## config.mk

```make
export PLATFORM = sky130hd
export DESIGN_NAME = disk_mount_tracker
export DESIGN_NICKNAME = d
export VERILOG_FILES = /design/src/hw/disk_pkg.sv /design/src/hw/disk_mount_tracker.sv
export SDC_FILE = /design/constraint.sdc
export NUM_CORES = 1
export LEC_CHECK = 0
export BUFFER_PORTS_ARGS = -buffer_cell sky130_fd_sc_hd__buf_2
export CORE_ASPECT_RATIO = 0.9
export CORE_MARGIN = 4
export CORE_UTILIZATION = 37
export DETAILED_ROUTE_END_ITERATION = 8
export GPL_ROUTABILITY_DRIVEN = 1
export PLACE_DENSITY = 0.81
export SYNTH_ARGS = -nofsm -noshare
export SYNTH_HDL_FRONTEND = slang
export SYNTH_SLANG_ARGS = --single-unit
export TNS_END_PERCENT = 5
```

## constraint.sdc

```tcl
create_clock -name clk50m -period 1.7 [get_ports clk50m]
set_clock_uncertainty 0.2 [all_clocks]
set_input_delay 0.34 -clock clk50m [delete_from_list [all_inputs] [get_ports clk50m]]
set_output_delay 0.34 -clock clk50m [all_outputs]
set_load 0.01 [all_outputs]
```

## src/hw/disk_pkg.sv

```systemverilog
package disk_pkg;

    // ========================================
    // Image geometry
    // ========================================

    // An image is 16 sectors of 8 words
    localparam int LBA_BITS      = 4;
    localparam int OFFSET_BITS   = 3;
    localparam int ADDR_BITS     = LBA_BITS + OFFSET_BITS;
    localparam int IMAGE_SECTORS = 1 << LBA_BITS;
    localparam int IMAGE_WORDS   = 1 << ADDR_BITS;

    // Sector count reported by the host when an image is mounted
    localparam int SIZE_BITS = 32;

    typedef logic [15:0] word_t;

    // The store indexes memory with the flat view and checks bounds with the split view
    typedef union packed {
        logic [ADDR_BITS-1:0] flat;
        struct packed {
            logic [LBA_BITS-1:0]    lba;
            logic [OFFSET_BITS-1:0] offset;
        } split;
    } disk_addr_t;

    // ========================================
    // Status LEDs
    // ========================================

    // Low bits carry one presence flag per disk
    localparam int LED_BITS  = 5;
    localparam int LED_READ  = 3;
    localparam int LED_WRITE = 4;

endpackage

```

## src/hw/disk_mount_tracker.sv

```systemverilog
`timescale 1ns/10ps

module disk_mount_tracker #(
    parameter int NUM_DISKS = 3
) (
    input  logic                                          clk50m,
    input  logic                                          reset,

    input  logic [NUM_DISKS-1:0]                          img_mounted,
    input  logic [disk_pkg::SIZE_BITS-1:0]                img_size,

    input  logic                                          st_stb,
    input  logic                                          st_we,
    input  logic                                          st_ack,

    output logic [NUM_DISKS-1:0]                          present,
    output logic [NUM_DISKS-1:0][disk_pkg::LBA_BITS:0]    sector_count,
    output logic [disk_pkg::LED_BITS-1:0]                 leds
);

    localparam int CNT_BITS = disk_pkg::LBA_BITS + 1;
    localparam logic [disk_pkg::SIZE_BITS-1:0] MAX_SECTORS = disk_pkg::IMAGE_SECTORS;

    logic [CNT_BITS-1:0] size_sat;
    logic                rd_busy;
    logic                wr_busy;

    // Host may hand over an image bigger than the store can hold
    always_comb begin
        if (img_size > MAX_SECTORS) begin
            size_sat = MAX_SECTORS[CNT_BITS-1:0];
        end else begin
            size_sat = img_size[CNT_BITS-1:0];
        end
    end

    // A zero size means the image was ejected
    always_ff @(posedge clk50m) begin
        if (reset) begin
            present      <= '0;
            sector_count <= '0;
        end else begin
            for (int i = 0; i < NUM_DISKS; i++) begin
                if (img_mounted[i]) begin
                    present[i]      <= |img_size;
                    sector_count[i] <= size_sat;
                end
            end
        end
    end

    // Activity is held from the strobed access until the store answers
    always_ff @(posedge clk50m) begin
        if (reset) begin
            rd_busy <= 1'b0;
            wr_busy <= 1'b0;
        end else begin
            rd_busy <= st_stb & ~st_we & ~st_ack;
            wr_busy <= st_stb & st_we & ~st_ack;
        end
    end

    always_comb begin
        leds                      = '0;
        leds[NUM_DISKS-1:0]       = present;
        leds[disk_pkg::LED_READ]  = rd_busy;
        leds[disk_pkg::LED_WRITE] = wr_busy;
    end

endmodule

```

==> reports/qor.csv <==
stage,metric,value,unit
status,status,"complete, no violations",
yosys,Synth Area in Compound Gates,0.2151,
die,die area,0.003528,sq mm
clocking,clock sinks,20,
setup_path,Critical Path RT,1.69,ns
setup_path,startpoint types,input port,
sta,endpoints failing setup,0,
finish,final instance area,0.001341,sq mm
die,Core ar.,0.002489,sq mm
yosys,Post-Synth Adder-Cell Area,0,
pwr,Leakage,0.6580,nW
worst_hold_path,Hold/Removal Path Class,input port to flop,
placed_design,dpl hpwl,2201,um
drt,DRT iter0 DRCs,35,
yosys,Post-Synthesis Cells,106,
setup_path,worst r2r path cells,3,
global_route,largest net degree at the start of global routing,19,
pwr,sw frac,0.2584,
yosys,YS warnings,0,
sta,Worst slew margin,0.7695,
flow_run,# Max-Cap Violations,0,
clocking,clock root buffer,clkbuf_4,
yosys,mux cell area share after synthesis,0,
finish,Sequential Area,400.4,sq um
sta,Tcrit/Tclk final,0.8559,
pwr,Peak VDD IR,484.9,uV
finish,# fillers,227,
yosys,combinational family with the most area after synthesis,simple AND/OR/NAND/NOR gates,
clocking,number of buffers created by CTS,3,
die,top-level port count,63,
drt,drt pass-1 iters,4,
yosys,"Cell Area, Synth",977.2,sq um
die,DIE HEIGHT,56.76,um
placed_design,RePlAce Congestion,0.8016,
placed_design,post-place instance area,0.001299,sq mm
die,Row Count,17,
setup_path,WP data arrival,1.45,ns
finish,area of the multi-input gates,483.0,sq um
sta,final hold vios,0,
pwr,Comb pwr share,0.171,
finish,final net count,206,
global_route,Tot GR Track Use,0.1583,
finish,layout cells sized above 1,0.4939,
drt,routed vias,1022,
yosys,Post-Synth Simple-Gate Area,0.2791,
pwr,power density over the cells,635.7,mW/mm^2
yosys,sequential area share after synthesis,0.4097,
die,Die Width,62.17,um
sta,fin crit period,1.455,ns
setup_path,Crit Reg-Reg Startpoint,present[0],
yosys,post-synthesis register bit count,20,
global_route,global-route wire length before repair,4650,um
pwr,Clock power frac,0.259,
clocking,post_cts resized,0,
global_route,Overflow after GRT,0,
pwr,Switch Pwr,220.4,uW
global_route,initial antenna violation count,0,
yosys,Yosys cell types,16,
drt,DR vias/cell,5.323,
setup_path,RR Endpoint,present[0],
sta,slew of the pin with the lowest slew margin,0.3454,ns
placed_design,PortBufs,62,
yosys,XOR/XNOR share of the synthesized area,0,
sta,unrepaired setup endpoints after global routing,no,
pwr,internal power,632.3,uW
yosys,Syn Area/Cell,9.219,sq um
clocking,Clock Latency Late Sink,0.29,ns
drt,final routed DRC violation total,0,
setup_path,FF-to-FF setup slack,0.80,ns
finish,area growth from synthesis to layout,37.26,%
sta,setup tns final,0,ns
die,Initial Util,0.3927,
setup_path,Crit. End Element,flop,
sta,WHS,0.1112,ns
clocking,CTS tree,yes,
sta,Peak Freq,687.3,MHz
yosys,syn nets,146,
global_route,number of global-route vias before repair,1013,
drt,final WL,2772,um
pwr,Sequential Power Share,0.570,
placed_design,"worst slack, placed",-0.08003,ns
clocking,clock-pin transition on the worst setup and hold timing paths,0.11,ns
drt,post-DR wirelength/cell,14.44,um
sta,worst setup margin,0.2450,ns
finish,utilization after layout,0.5390,
setup_path,crit path capture,sector_count[2],
drt,"antenna viol nets, final",0,
clocking,clock buffer depth,2,
finish,diodes inserted,0,
setup_path,critical path class,input port to flop,
setup_path,crit path launch,img_size[24],
sta,final-report max-slew violation count,0,
setup_path,Worst Path Max Fanout,18,
clocking,htree depth,1,
## area by class of cell
cell class / count / share of cell area
Tap cell: 28 / 0.02612
Timing Repair Buffer: 68 / 0.2873
Sequential cell: 20 / 0.2985
Multi-Input combinational cell: 69 / 0.3601
Inverter: 4 / 0.01119
Clock buffer: 3 / 0.01679
## cell usage in the layout (no fill, tap or decap)
cell type and count:
dlygate4sd3_1 2, buf_2 62, clkbuf_4 3, nor4_2 4
o41ai_1 5, nand4_2 1, nand3_1 13, nor4b_1 1
o31a_1 6, buf_4 2, nand2_1 15, dfxtp_1 20
nor4bb_1 1, nor4_1 4, buf_12 2, o41ai_2 7
inv_1 4, nor2_1 12
## how the worst min path moves through the flow
stage	startpoint	endpoint	slack [ns]	cells after the start
floorplan	st_ack	wr_busy	0.22	1
global placement	sector_count[10]	sector_count[10]	0.26	2
detailed placement	sector_count[0]	sector_count[0]	0.26	2
CTS	st_stb	wr_busy	0.10	2
global route	st_stb	wr_busy	0.09	2
finish	st_stb	rd_busy	0.11	2
## critical path: stages
cell and delay [ns]:
buf_2 0.10, nor4_2 0.30, nand4_2 0.17, buf_12 0.19, o41ai_1 0.35
## repair_timing
item	4_1_cts	5_1_grt
hold buffers	2	0
endpoints found under the setup margin	0	0
buffers inserted	0	0
endpoints found under the hold margin	2	0
## state kept, by name (all words and copies together), names as in the netlist
register	count
present	3
sector_count	15
wr_busy	1
rd_busy	1
## Yosys cell counts
| library cell | count | area, sq um |
|---|---|---|
| dfxtp_1 | 20 | 400.4 |
| nand2_1 | 15 | 56.30 |
| nand3_1 | 13 | 65.06 |
| nor2_1 | 12 | 45.04 |
| o41ai_2 | 7 | 113.9 |
| buf_4 | 6 | 45.04 |
| clkbuf_1 | 6 | 22.52 |
| o31a_1 | 6 | 52.55 |
| o41ai_1 | 5 | 43.79 |
| inv_1 | 4 | 15.01 |
| nor4_1 | 4 | 25.02 |
| nor4_2 | 4 | 50.05 |
| buf_6 | 1 | 11.26 |
| nand4_2 | 1 | 12.51 |
| nor4b_1 | 1 | 8.760 |
| nor4bb_1 | 1 | 10.01 |
## kinds of logic after synthesis
logic type / after synthesis
AO/OA/AOI/OAI: 18
AND/OR/NAND/NOR: 51
flip-flops: 20
buffers and inverters: 17
## routing by layer
layer  track usage  part of all wire  up-vias
li1              -                 -      505
met1        0.1986              0.43      481
met2        0.2707              0.50       34
met3       0.03800             0.061        2
met4       0.03715            0.0029        0
met5             0                 0        -
## power by group through the flow
stage          sequential [mW]  clock [mW]  combinational (mW)
2_1_floorplan            0.501           0              0.0642
4_1_cts                  0.486       0.230               0.146
6_report                 0.486       0.221               0.146
3_5_place_dp             0.497           0               0.142
5_1_grt                  0.488       0.249               0.160
3_3_place_gp             0.496           0               0.139
## through the flow
step                cells  power [mW]
floorplan             106      0.5656
global placement      187      0.6344
detailed placement    187      0.6393
CTS                   192      0.8624
global route          192      0.8969
finish                192      0.8526
Power figures use the tool's default switching activity.
