--- src/hw/disk_pkg.sv ---
package disk_pkg;

    // ========================================
    // Image geometry
    // ========================================

    // An image is 16 sectors of 8 words
    localparam int LBA_BITS      = 4;
    localparam int OFFSET_BITS   = 3;
    localparam int ADDR_BITS     = LBA_BITS + OFFSET_BITS;
    localparam int IMAGE_SECTORS = 1 << LBA_BITS;
    localparam int IMAGE_WORDS   = 1 << ADDR_BITS;

    // Sector count reported by the host when an image is mounted
    localparam int SIZE_BITS = 32;

    typedef logic [15:0] word_t;

    // The store indexes memory with the flat view and checks bounds with the split view
    typedef union packed {
        logic [ADDR_BITS-1:0] flat;
        struct packed {
            logic [LBA_BITS-1:0]    lba;
            logic [OFFSET_BITS-1:0] offset;
        } split;
    } disk_addr_t;

    // ========================================
    // Status LEDs
    // ========================================

    // Low bits carry one presence flag per disk
    localparam int LED_BITS  = 5;
    localparam int LED_READ  = 3;
    localparam int LED_WRITE = 4;

endpackage

--- src/hw/disk_port_arbiter.sv ---
`timescale 1ns/10ps

module disk_port_arbiter #(
    parameter int NUM_DISKS = 3
) (
    input  logic                                          clk50m,
    input  logic                                          reset,

    input  logic [NUM_DISKS-1:0]                          dsk_cyc,
    input  logic [NUM_DISKS-1:0]                          dsk_stb,
    input  logic [NUM_DISKS-1:0]                          dsk_we,
    input  disk_pkg::disk_addr_t [NUM_DISKS-1:0]          dsk_adr,
    input  disk_pkg::word_t [NUM_DISKS-1:0]               dsk_dat_w,
    output logic [NUM_DISKS-1:0]                          dsk_ack,
    output logic [NUM_DISKS-1:0]                          dsk_err,

    output logic                                          st_cyc,
    output logic                                          st_stb,
    output logic                                          st_we,
    output disk_pkg::disk_addr_t                          st_adr,
    output disk_pkg::word_t                               st_dat_w,
    output logic [$clog2(NUM_DISKS)-1:0]                  st_disk,
    input  logic                                          st_ack,
    input  logic                                          st_err
);

    localparam int IDX_BITS = $clog2(NUM_DISKS);

    logic [IDX_BITS-1:0] gnt_idx;
    logic                gnt_valid;
    logic [IDX_BITS-1:0] pick_idx;

    // ========================================
    // Request selection
    // ========================================

    // Scan upwards so the highest pending index is the one left standing,
    // which matches the last-match-wins LBA mux of the board wrapper
    always_comb begin
        pick_idx = '0;
        for (int i = 0; i < NUM_DISKS; i++) begin
            if (dsk_cyc[i]) begin
                pick_idx = IDX_BITS'(i);
            end
        end
    end

    // A grant lives for the whole bus cycle of its master
    always_ff @(posedge clk50m) begin
        if (reset) begin
            gnt_valid <= 1'b0;
            gnt_idx   <= '0;
        end else if (!gnt_valid) begin
            if (|dsk_cyc) begin
                gnt_valid <= 1'b1;
                gnt_idx   <= pick_idx;
            end
        end else if (!dsk_cyc[gnt_idx]) begin
            // Master has finished, the next grant waits one cycle
            gnt_valid <= 1'b0;
        end
    end

    // ========================================
    // Store port mux
    // ========================================

    // Only the bus control lines are qualified by the grant
    always_comb begin
        st_cyc   = gnt_valid & dsk_cyc[gnt_idx];
        st_stb   = gnt_valid & dsk_stb[gnt_idx];
        st_we    = dsk_we[gnt_idx];
        st_adr   = dsk_adr[gnt_idx];
        st_dat_w = dsk_dat_w[gnt_idx];
        st_disk  = gnt_idx;
    end

    // Responses go back to the granted port alone
    always_comb begin
        dsk_ack = '0;
        dsk_err = '0;
        if (gnt_valid) begin
            dsk_ack[gnt_idx] = st_ack;
            dsk_err[gnt_idx] = st_err;
        end
    end

endmodule

--- config.mk ---
export PLATFORM = sky130hd
export DESIGN_NAME = disk_port_arbiter
export DESIGN_NICKNAME = d
export VERILOG_FILES = /design/src/hw/disk_pkg.sv /design/src/hw/disk_port_arbiter.sv
export SDC_FILE = /design/constraint.sdc
export NUM_CORES = 1
export LEC_CHECK = 0
export BUFFER_PORTS_ARGS = -buffer_cell sky130_fd_sc_hd__buf_2
export CAP_MARGIN = 10
export CORE_MARGIN = 3
export CORE_UTILIZATION = 29
export DETAILED_ROUTE_END_ITERATION = 10
export GPL_TIMING_DRIVEN = 0
export PLACE_DENSITY = 0.76
export REMOVE_ABC_BUFFERS = 1
export SLEW_MARGIN = 20
export SYNTH_ARGS = -nofsm -noshare
export SYNTH_HDL_FRONTEND = slang
export SYNTH_SLANG_ARGS = --single-unit
--- constraint.sdc ---
create_clock -name clk50m -period 1.6 [get_ports clk50m]
set_input_delay 0.32 -clock clk50m [delete_from_list [all_inputs] [get_ports clk50m]]
set_output_delay 0.32 -clock clk50m [all_outputs]
set_load 0.02 [all_outputs]
==> results.json, run 1 <==
{
  "dp_hpwl_um": 2418,
  "drt_first_pass_iters": 4,
  "die_w_um": 57.76,
  "synth_area_leaders": "mux2i_1, o21ai_1, nand2_1",
  "critical_path.startpoint_type": "flop",
  "whs_endpoint": "st_disk[0]$_SDFFE_PP0P_",
  "hold_depth": 2,
  "place_congestion": 0.6973,
  "cp-end-kind": "primary output",
  "busiest_layer": "met2",
  "met2_usage": 0.3565,
  "setup_viol": 3,
  "cap_violations": 0,
  "fp.dieArea_um2": 3336,
  "hold_viol_final": 0,
  "cp_top_family": "flip-flops",
  "cts_max_level": 1,
  "synth_area_per_cell_um2": 6.698,
  "grtUsageTotal": 0.1729,
  "synth.ff_latch_count": 3,
  "antenna_found_initial": 0,
  "via_count": 1271,
  "reg2reg_from": "st_disk[0]$_SDFFE_PP0P_",
  "cts_sinks": 3,
  "powerDensity_nw_per_um2": 517.7,
  "period_needed_ps": 1620,
  "fin_util": 0.6027,
  "max-slew-margin-rel": 0.8437,
  "rsz0062_at_grt": "yes",
  "critical_path.max_stage_delay_ps": 430,
  "min_period_over_period": 1.013,
  "finalSetupTns_ps": -28.82,
  "cts_hold_buffers": 0,
  "diodes": 0,
  "worst_pin_slew_ps": 234.1,
  "yosysTopAreaCellShare": 0.3349,
  "layout_setup_ws_ps": -20.03,
  "io_pins": 116,
  "die_h_um": 57.76,
  "drv_slew": 0,
  "hold_path.startpoint": "reset",
  "ir_drop_mv": 0.5786,
  "reg2regPathDepth": 4,
  "fin_area_um2": 1520,
  "power_uw": 787.0,
  "placed_area_um2": 1344,
  "drive_gt1_frac": 0.5745,
  "start_util": 0.3080,
  "slowest_stage": "dfxtp_4",
  "worstPathArrival_ps": 1300,
  "cts_tree": "done",
  "violations": "negative setup slack",
  "synthDistinctLibCells": 22,
  "grt_pass1_wl_um": 4664,
  "wire_per_inst_um": 12.05,
  "synth_top_cell_by_area": "mux2i_1",
  "syn2layout_area_growth_pct": 95.65,
  "use_met3": 0.06459,
  "ys_seq_area_frac": 0.07729,
  "clk_pin_slew_ps": 40,
  "max_freq_ghz": 0.6173,
  "drtIter0Drc": 44,
  "clk-insertion-delay-late_ps": 230,
  "grt_pass1_vias": 1125,
  "drtAntennaViolNets": 0,
  "grtUsageMet1": 0.1635,
  "ys_warn_count": 0,
  "critPathMaxFanout": 7,
  "drc": 0,
  "critical_path_class": "flop to primary output",
  "r2r_slack_ps": 410,
  "fin_skew_ps": 0.6866,
  "cts_root_buf": "clkbuf_4",
  "routed_wl_um": 3194,
  "required_ps": 1280,
  "crit_buf_inv": 1,
  "grt_max_degree": 19,
  "clock_path_buffers": 2,
  "status": "finished with violations",
  "synthCells": 116,
  "startpoint": "st_disk[0]$_SDFFE_PP0P_",
  "worstReg2RegEnd": "gnt_valid$_SDFF_PP0_",
  "rows": 18,
  "cp_cell_sequence": "mux2i_2, o22ai_2, and2_4, buf_6",
  "cts_buffers": 3,
  "p_leak_uw": 0.0007711,
  "core_um2": 2522,
  "grt_overflow": 0,
  "port_buffers": 115,
  "hp-class": "input pin to flop",
  "syn_area_um2": 777.0,
  "nets": 318,
  "vias_per_cell": 4.796
}
-- routing by layer --
layer | share of wire | vias up
li1 | - | 641
met1 | 0.33 | 556
met2 | 0.53 | 74
met4 | 0 | 0
met5 | 0 | -
met3 | 0.14 | 0
-- kinds of logic (layout without fill, tap and decap cells) --
family / count (synthesis) / in the layout / share of synthesized area
simple gates: 44 / 44 / 0.2416
compound gates: 32 / 32 / 0.2222
mux: 26 / 26 / 0.3349
buf+inv: 11 / 130 / 0.1240
flops: 3 / 3 / 0.07730
-- cells in the final DEF (no fill, tap or decap) --
cell type,instances
buf_6,4
nor3_1,2
and2_4,1
nand2b_1,3
a21oi_1,4
buf_12,1
inv_1,1
mux2i_2,1
o21ai_0,1
clkbuf_4,3
dfxtp_1,1
buf_8,1
or2_0,1
mux2i_1,25
buf_2,98
o21ai_1,24
nor2_1,4
dfxtp_4,2
buf_16,1
o21a_1,1
nand2_1,30
nor2b_1,1
a21o_1,1
o22ai_2,1
nor2b_4,1
nor2b_2,1
buf_4,20
clkbuf_1,1
-- per-stage QoR --
stage / std cells / worst slack [ps] / hold WS, ps
6_report: 265 / -20.03 / 270.3
5_1_grt: 265 / -85.60 / 264.4
4_1_cts: 265 / -23.34 / 261.1
3_5_place_dp: 253 / -945.6 / 507.9
3_3_place_gp: 251 / -1695 / 516.1
2_1_floorplan: 106 / -1153 / 389.1
-- power breakdown --
group	switching, uW	total, uW	internal [uW]
Sequential	12.7	93.4	80.7
Combinational	288	562	274
Clock	37.9	131	93.4
Total	339	787	448
-- final cells by class --
class / instances / area, um2
Multi-Input combinational cell: 102 / 636.9
Timing Repair Buffer: 125 / 748.2
Clock buffer: 4 / 26.28
Inverter: 1 / 3.754
Fill cell: 254 / 1002
Sequential cell: 3 / 67.56
Tap cell: 30 / 37.54
-- how the worst max path moves through the flow --
stage	endpoint	slack, ps	cells past startpoint
3_5_place_dp	st_dat_w[5]	-950	5
5_1_grt	st_dat_w[11]	-90	4
4_1_cts	st_cyc	-20	4
6_report	st_cyc	-20	4
3_3_place_gp	st_stb	-1700	4
2_1_floorplan	st_stb	-1150	3
-- synth_stat cells, drive strengths merged --
cell type  count
a21o           1
a21oi          4
and2           1
buf            8
clkbuf         2
dfxtp          3
inv            1
mux2i         26
nand2         30
nand2b         3
nor2           4
nor2b          3
nor3           2
o21a           1
o21ai         25
o22ai          1
or2            1
-- flip-flops by register name, summed over array words and instances, names as in the netlist --
signal / flops
st_disk: 2
gnt_valid: 1
-- timing repair --
item / 4_1_cts / 5_1_grt
endpoints found under the setup margin: 34 / 30
resized for setup: 10 / 17
setup buffers: 8 / 0
pin swaps: 1 / 0
Note: power is estimated with default switching activity, not from simulation.
==> run 2: changes to the inputs <==
--- a/config.mk
+++ b/config.mk
@@ -7,12 +7,14 @@
 export LEC_CHECK = 0
 export BUFFER_PORTS_ARGS = -buffer_cell sky130_fd_sc_hd__buf_2
 export CAP_MARGIN = 10
+export CORE_ASPECT_RATIO = 0.75
 export CORE_MARGIN = 3
 export CORE_UTILIZATION = 29
 export DETAILED_ROUTE_END_ITERATION = 10
 export GPL_TIMING_DRIVEN = 0
 export PLACE_DENSITY = 0.76
 export REMOVE_ABC_BUFFERS = 1
+export SKIP_CTS_REPAIR_TIMING = 1
 export SLEW_MARGIN = 20
 export SYNTH_ARGS = -nofsm -noshare
 export SYNTH_HDL_FRONTEND = slang
==> results.json, run 2 (synthesis results as in run 1) <==
{
  "critical_path.max_stage_delay_ps": 360,
  "io_pins": 116,
  "grt_overflow": 0,
  "clk-insertion-delay-late_ps": 240,
  "min_period_over_period": 1.086,
  "fp.dieArea_um2": 3343,
  "cp_cell_sequence": "buf_12, nor2b_4, buf_12, clkbuf_16, nand2_2, o21ai_1, buf_4",
  "port_buffers": 115,
  "hold_viol_final": 0,
  "grtUsageTotal": 0.1658,
  "holdWs_ps": 268.2,
  "routed_wl_um": 3883,
  "violations": "negative setup slack",
  "layout_setup_ws_ps": -137.0,
  "clock_path_buffers": 2,
  "fin_skew_ps": 3.362,
  "critical_path_class": "flop to primary output",
  "worstPathArrival_ps": 1420,
  "wire_per_inst_um": 13.72,
  "cp-end-kind": "primary output",
  "setup_viol": 28,
  "die_h_um": 50.83,
  "required_ps": 1280,
  "core_um2": 2421,
  "cp_common_cell": "buf_12",
  "rsz0062_at_grt": "yes",
  "vias_per_cell": 4.746,
  "nets": 332,
  "hp-class": "input pin to flop",
  "diodes": 0,
  "dp_hpwl_um": 2338,
  "place_inst": 257,
  "start_util": 0.3209,
  "p_leak_uw": 0.0009617,
  "worst_pin_slew_ps": 221.3,
  "cts_sinks": 3,
  "r2r_slack_ps": 510,
  "layout_commonest_cell": "buf_2",
  "crit_buf_inv": 4,
  "final_cell_mix": "buf_2, buf_4, mux2i_1",
  "grt_pass1_vias": 1086,
  "rows": 15,
  "syn2layout_area_growth_pct": 147.3,
  "drtIter0Drc": 21,
  "grt_pass1_wl_um": 4533,
  "slowest_stage": "dfxtp_4",
  "drv_slew": 0,
  "drtAntennaViolNets": 0,
  "place_congestion": 0.7078,
  "cap_violations": 0,
  "die_w_um": 65.77,
  "cp_top_family": "buffers and inverters",
  "max-slew-margin-rel": 0.8483,
  "period_needed_ps": 1737,
  "drc": 0,
  "cts_tree": "done",
  "cts_max_level": 1,
  "grt_max_degree": 34,
  "cts_buffers": 3,
  "via_count": 1343,
  "critPathMaxFanout": 5,
  "critical_path.startpoint_type": "flop",
  "drt_first_pass_iters": 4,
  "final_cells": 283,
  "largest_reg_flops": 2,
  "antenna_found_initial": 0,
  "max_freq_ghz": 0.5757,
  "ir_drop_mv": 0.5464,
  "status": "finished with violations",
  "fill_cells": 173,
  "cts_root_buf": "clkbuf_4",
  "drive_gt1_frac": 0.7189,
  "clk_pin_slew_ps": 40,
  "powerDensity_nw_per_um2": 500.7
}
run 2: final timing paths:
path / startpoint / to / cells past startpoint
max: st_disk[0]$_SDFFE_PP0P_ / st_adr[4] / 7
max reg2reg: st_disk[0]$_SDFFE_PP0P_ / gnt_valid$_SDFF_PP0_ / 4
min reg2reg: gnt_valid$_SDFF_PP0_ / st_disk[0]$_SDFFE_PP0P_ / 2
min: reset / st_disk[1]$_SDFFE_PP0P_ / 2
run 2: layout make-up:
cell class                      count  area [um2]  area share
Clock buffer                        4       26.28     0.01367
Tap cell                           34       42.54     0.02214
Timing Repair Buffer              139        1011      0.5260
Inverter                            1       3.754    0.001953
Sequential cell                     3       67.56     0.03516
Multi-Input combinational cell    102       770.7      0.4010
run 2: worst reg2reg max path: stages, from the launching register on:
cell and delay [ps]:
dfxtp_4 380, buf_16 130, mux2i_4 220, o22ai_2 100, o21a_1 160
run 2: metrics by stage:
step	power [uW]	utilization	worst slack, ps	instance area [um2]	setup TNS, ps
after floorplan	366.9	-	-1153	684.4	-31290
after global placement	568.9	0.5380	-1740	1303	-50290
after detailed placement	584.9	0.5571	-892.3	1349	-23000
after CTS	727.6	0.5680	-1147	1375	-31470
after global routing	1028	0.7938	-206.7	1922	-4648
final	962.2	0.7938	-137.0	1922	-2646
run 2: metal layers:
metal	track usage	vias to the layer above	part of all wire
li1	-	671	-
met1	0.1849	599	0.40
met2	0.3095	69	0.50
met3	0.05714	4	0.10
met4	0.02069	0	0.0052
met5	0	-	0
run 2: power breakdown:
group	internal (uW)	leakage, uW	switching, uW	total [uW]
sequential	80.6	0.0000262	10.5	91.1
clock	93.7	0.0000150	43.2	137
combinational	385	0.000920	350	734
total	559	0.000962	403	962
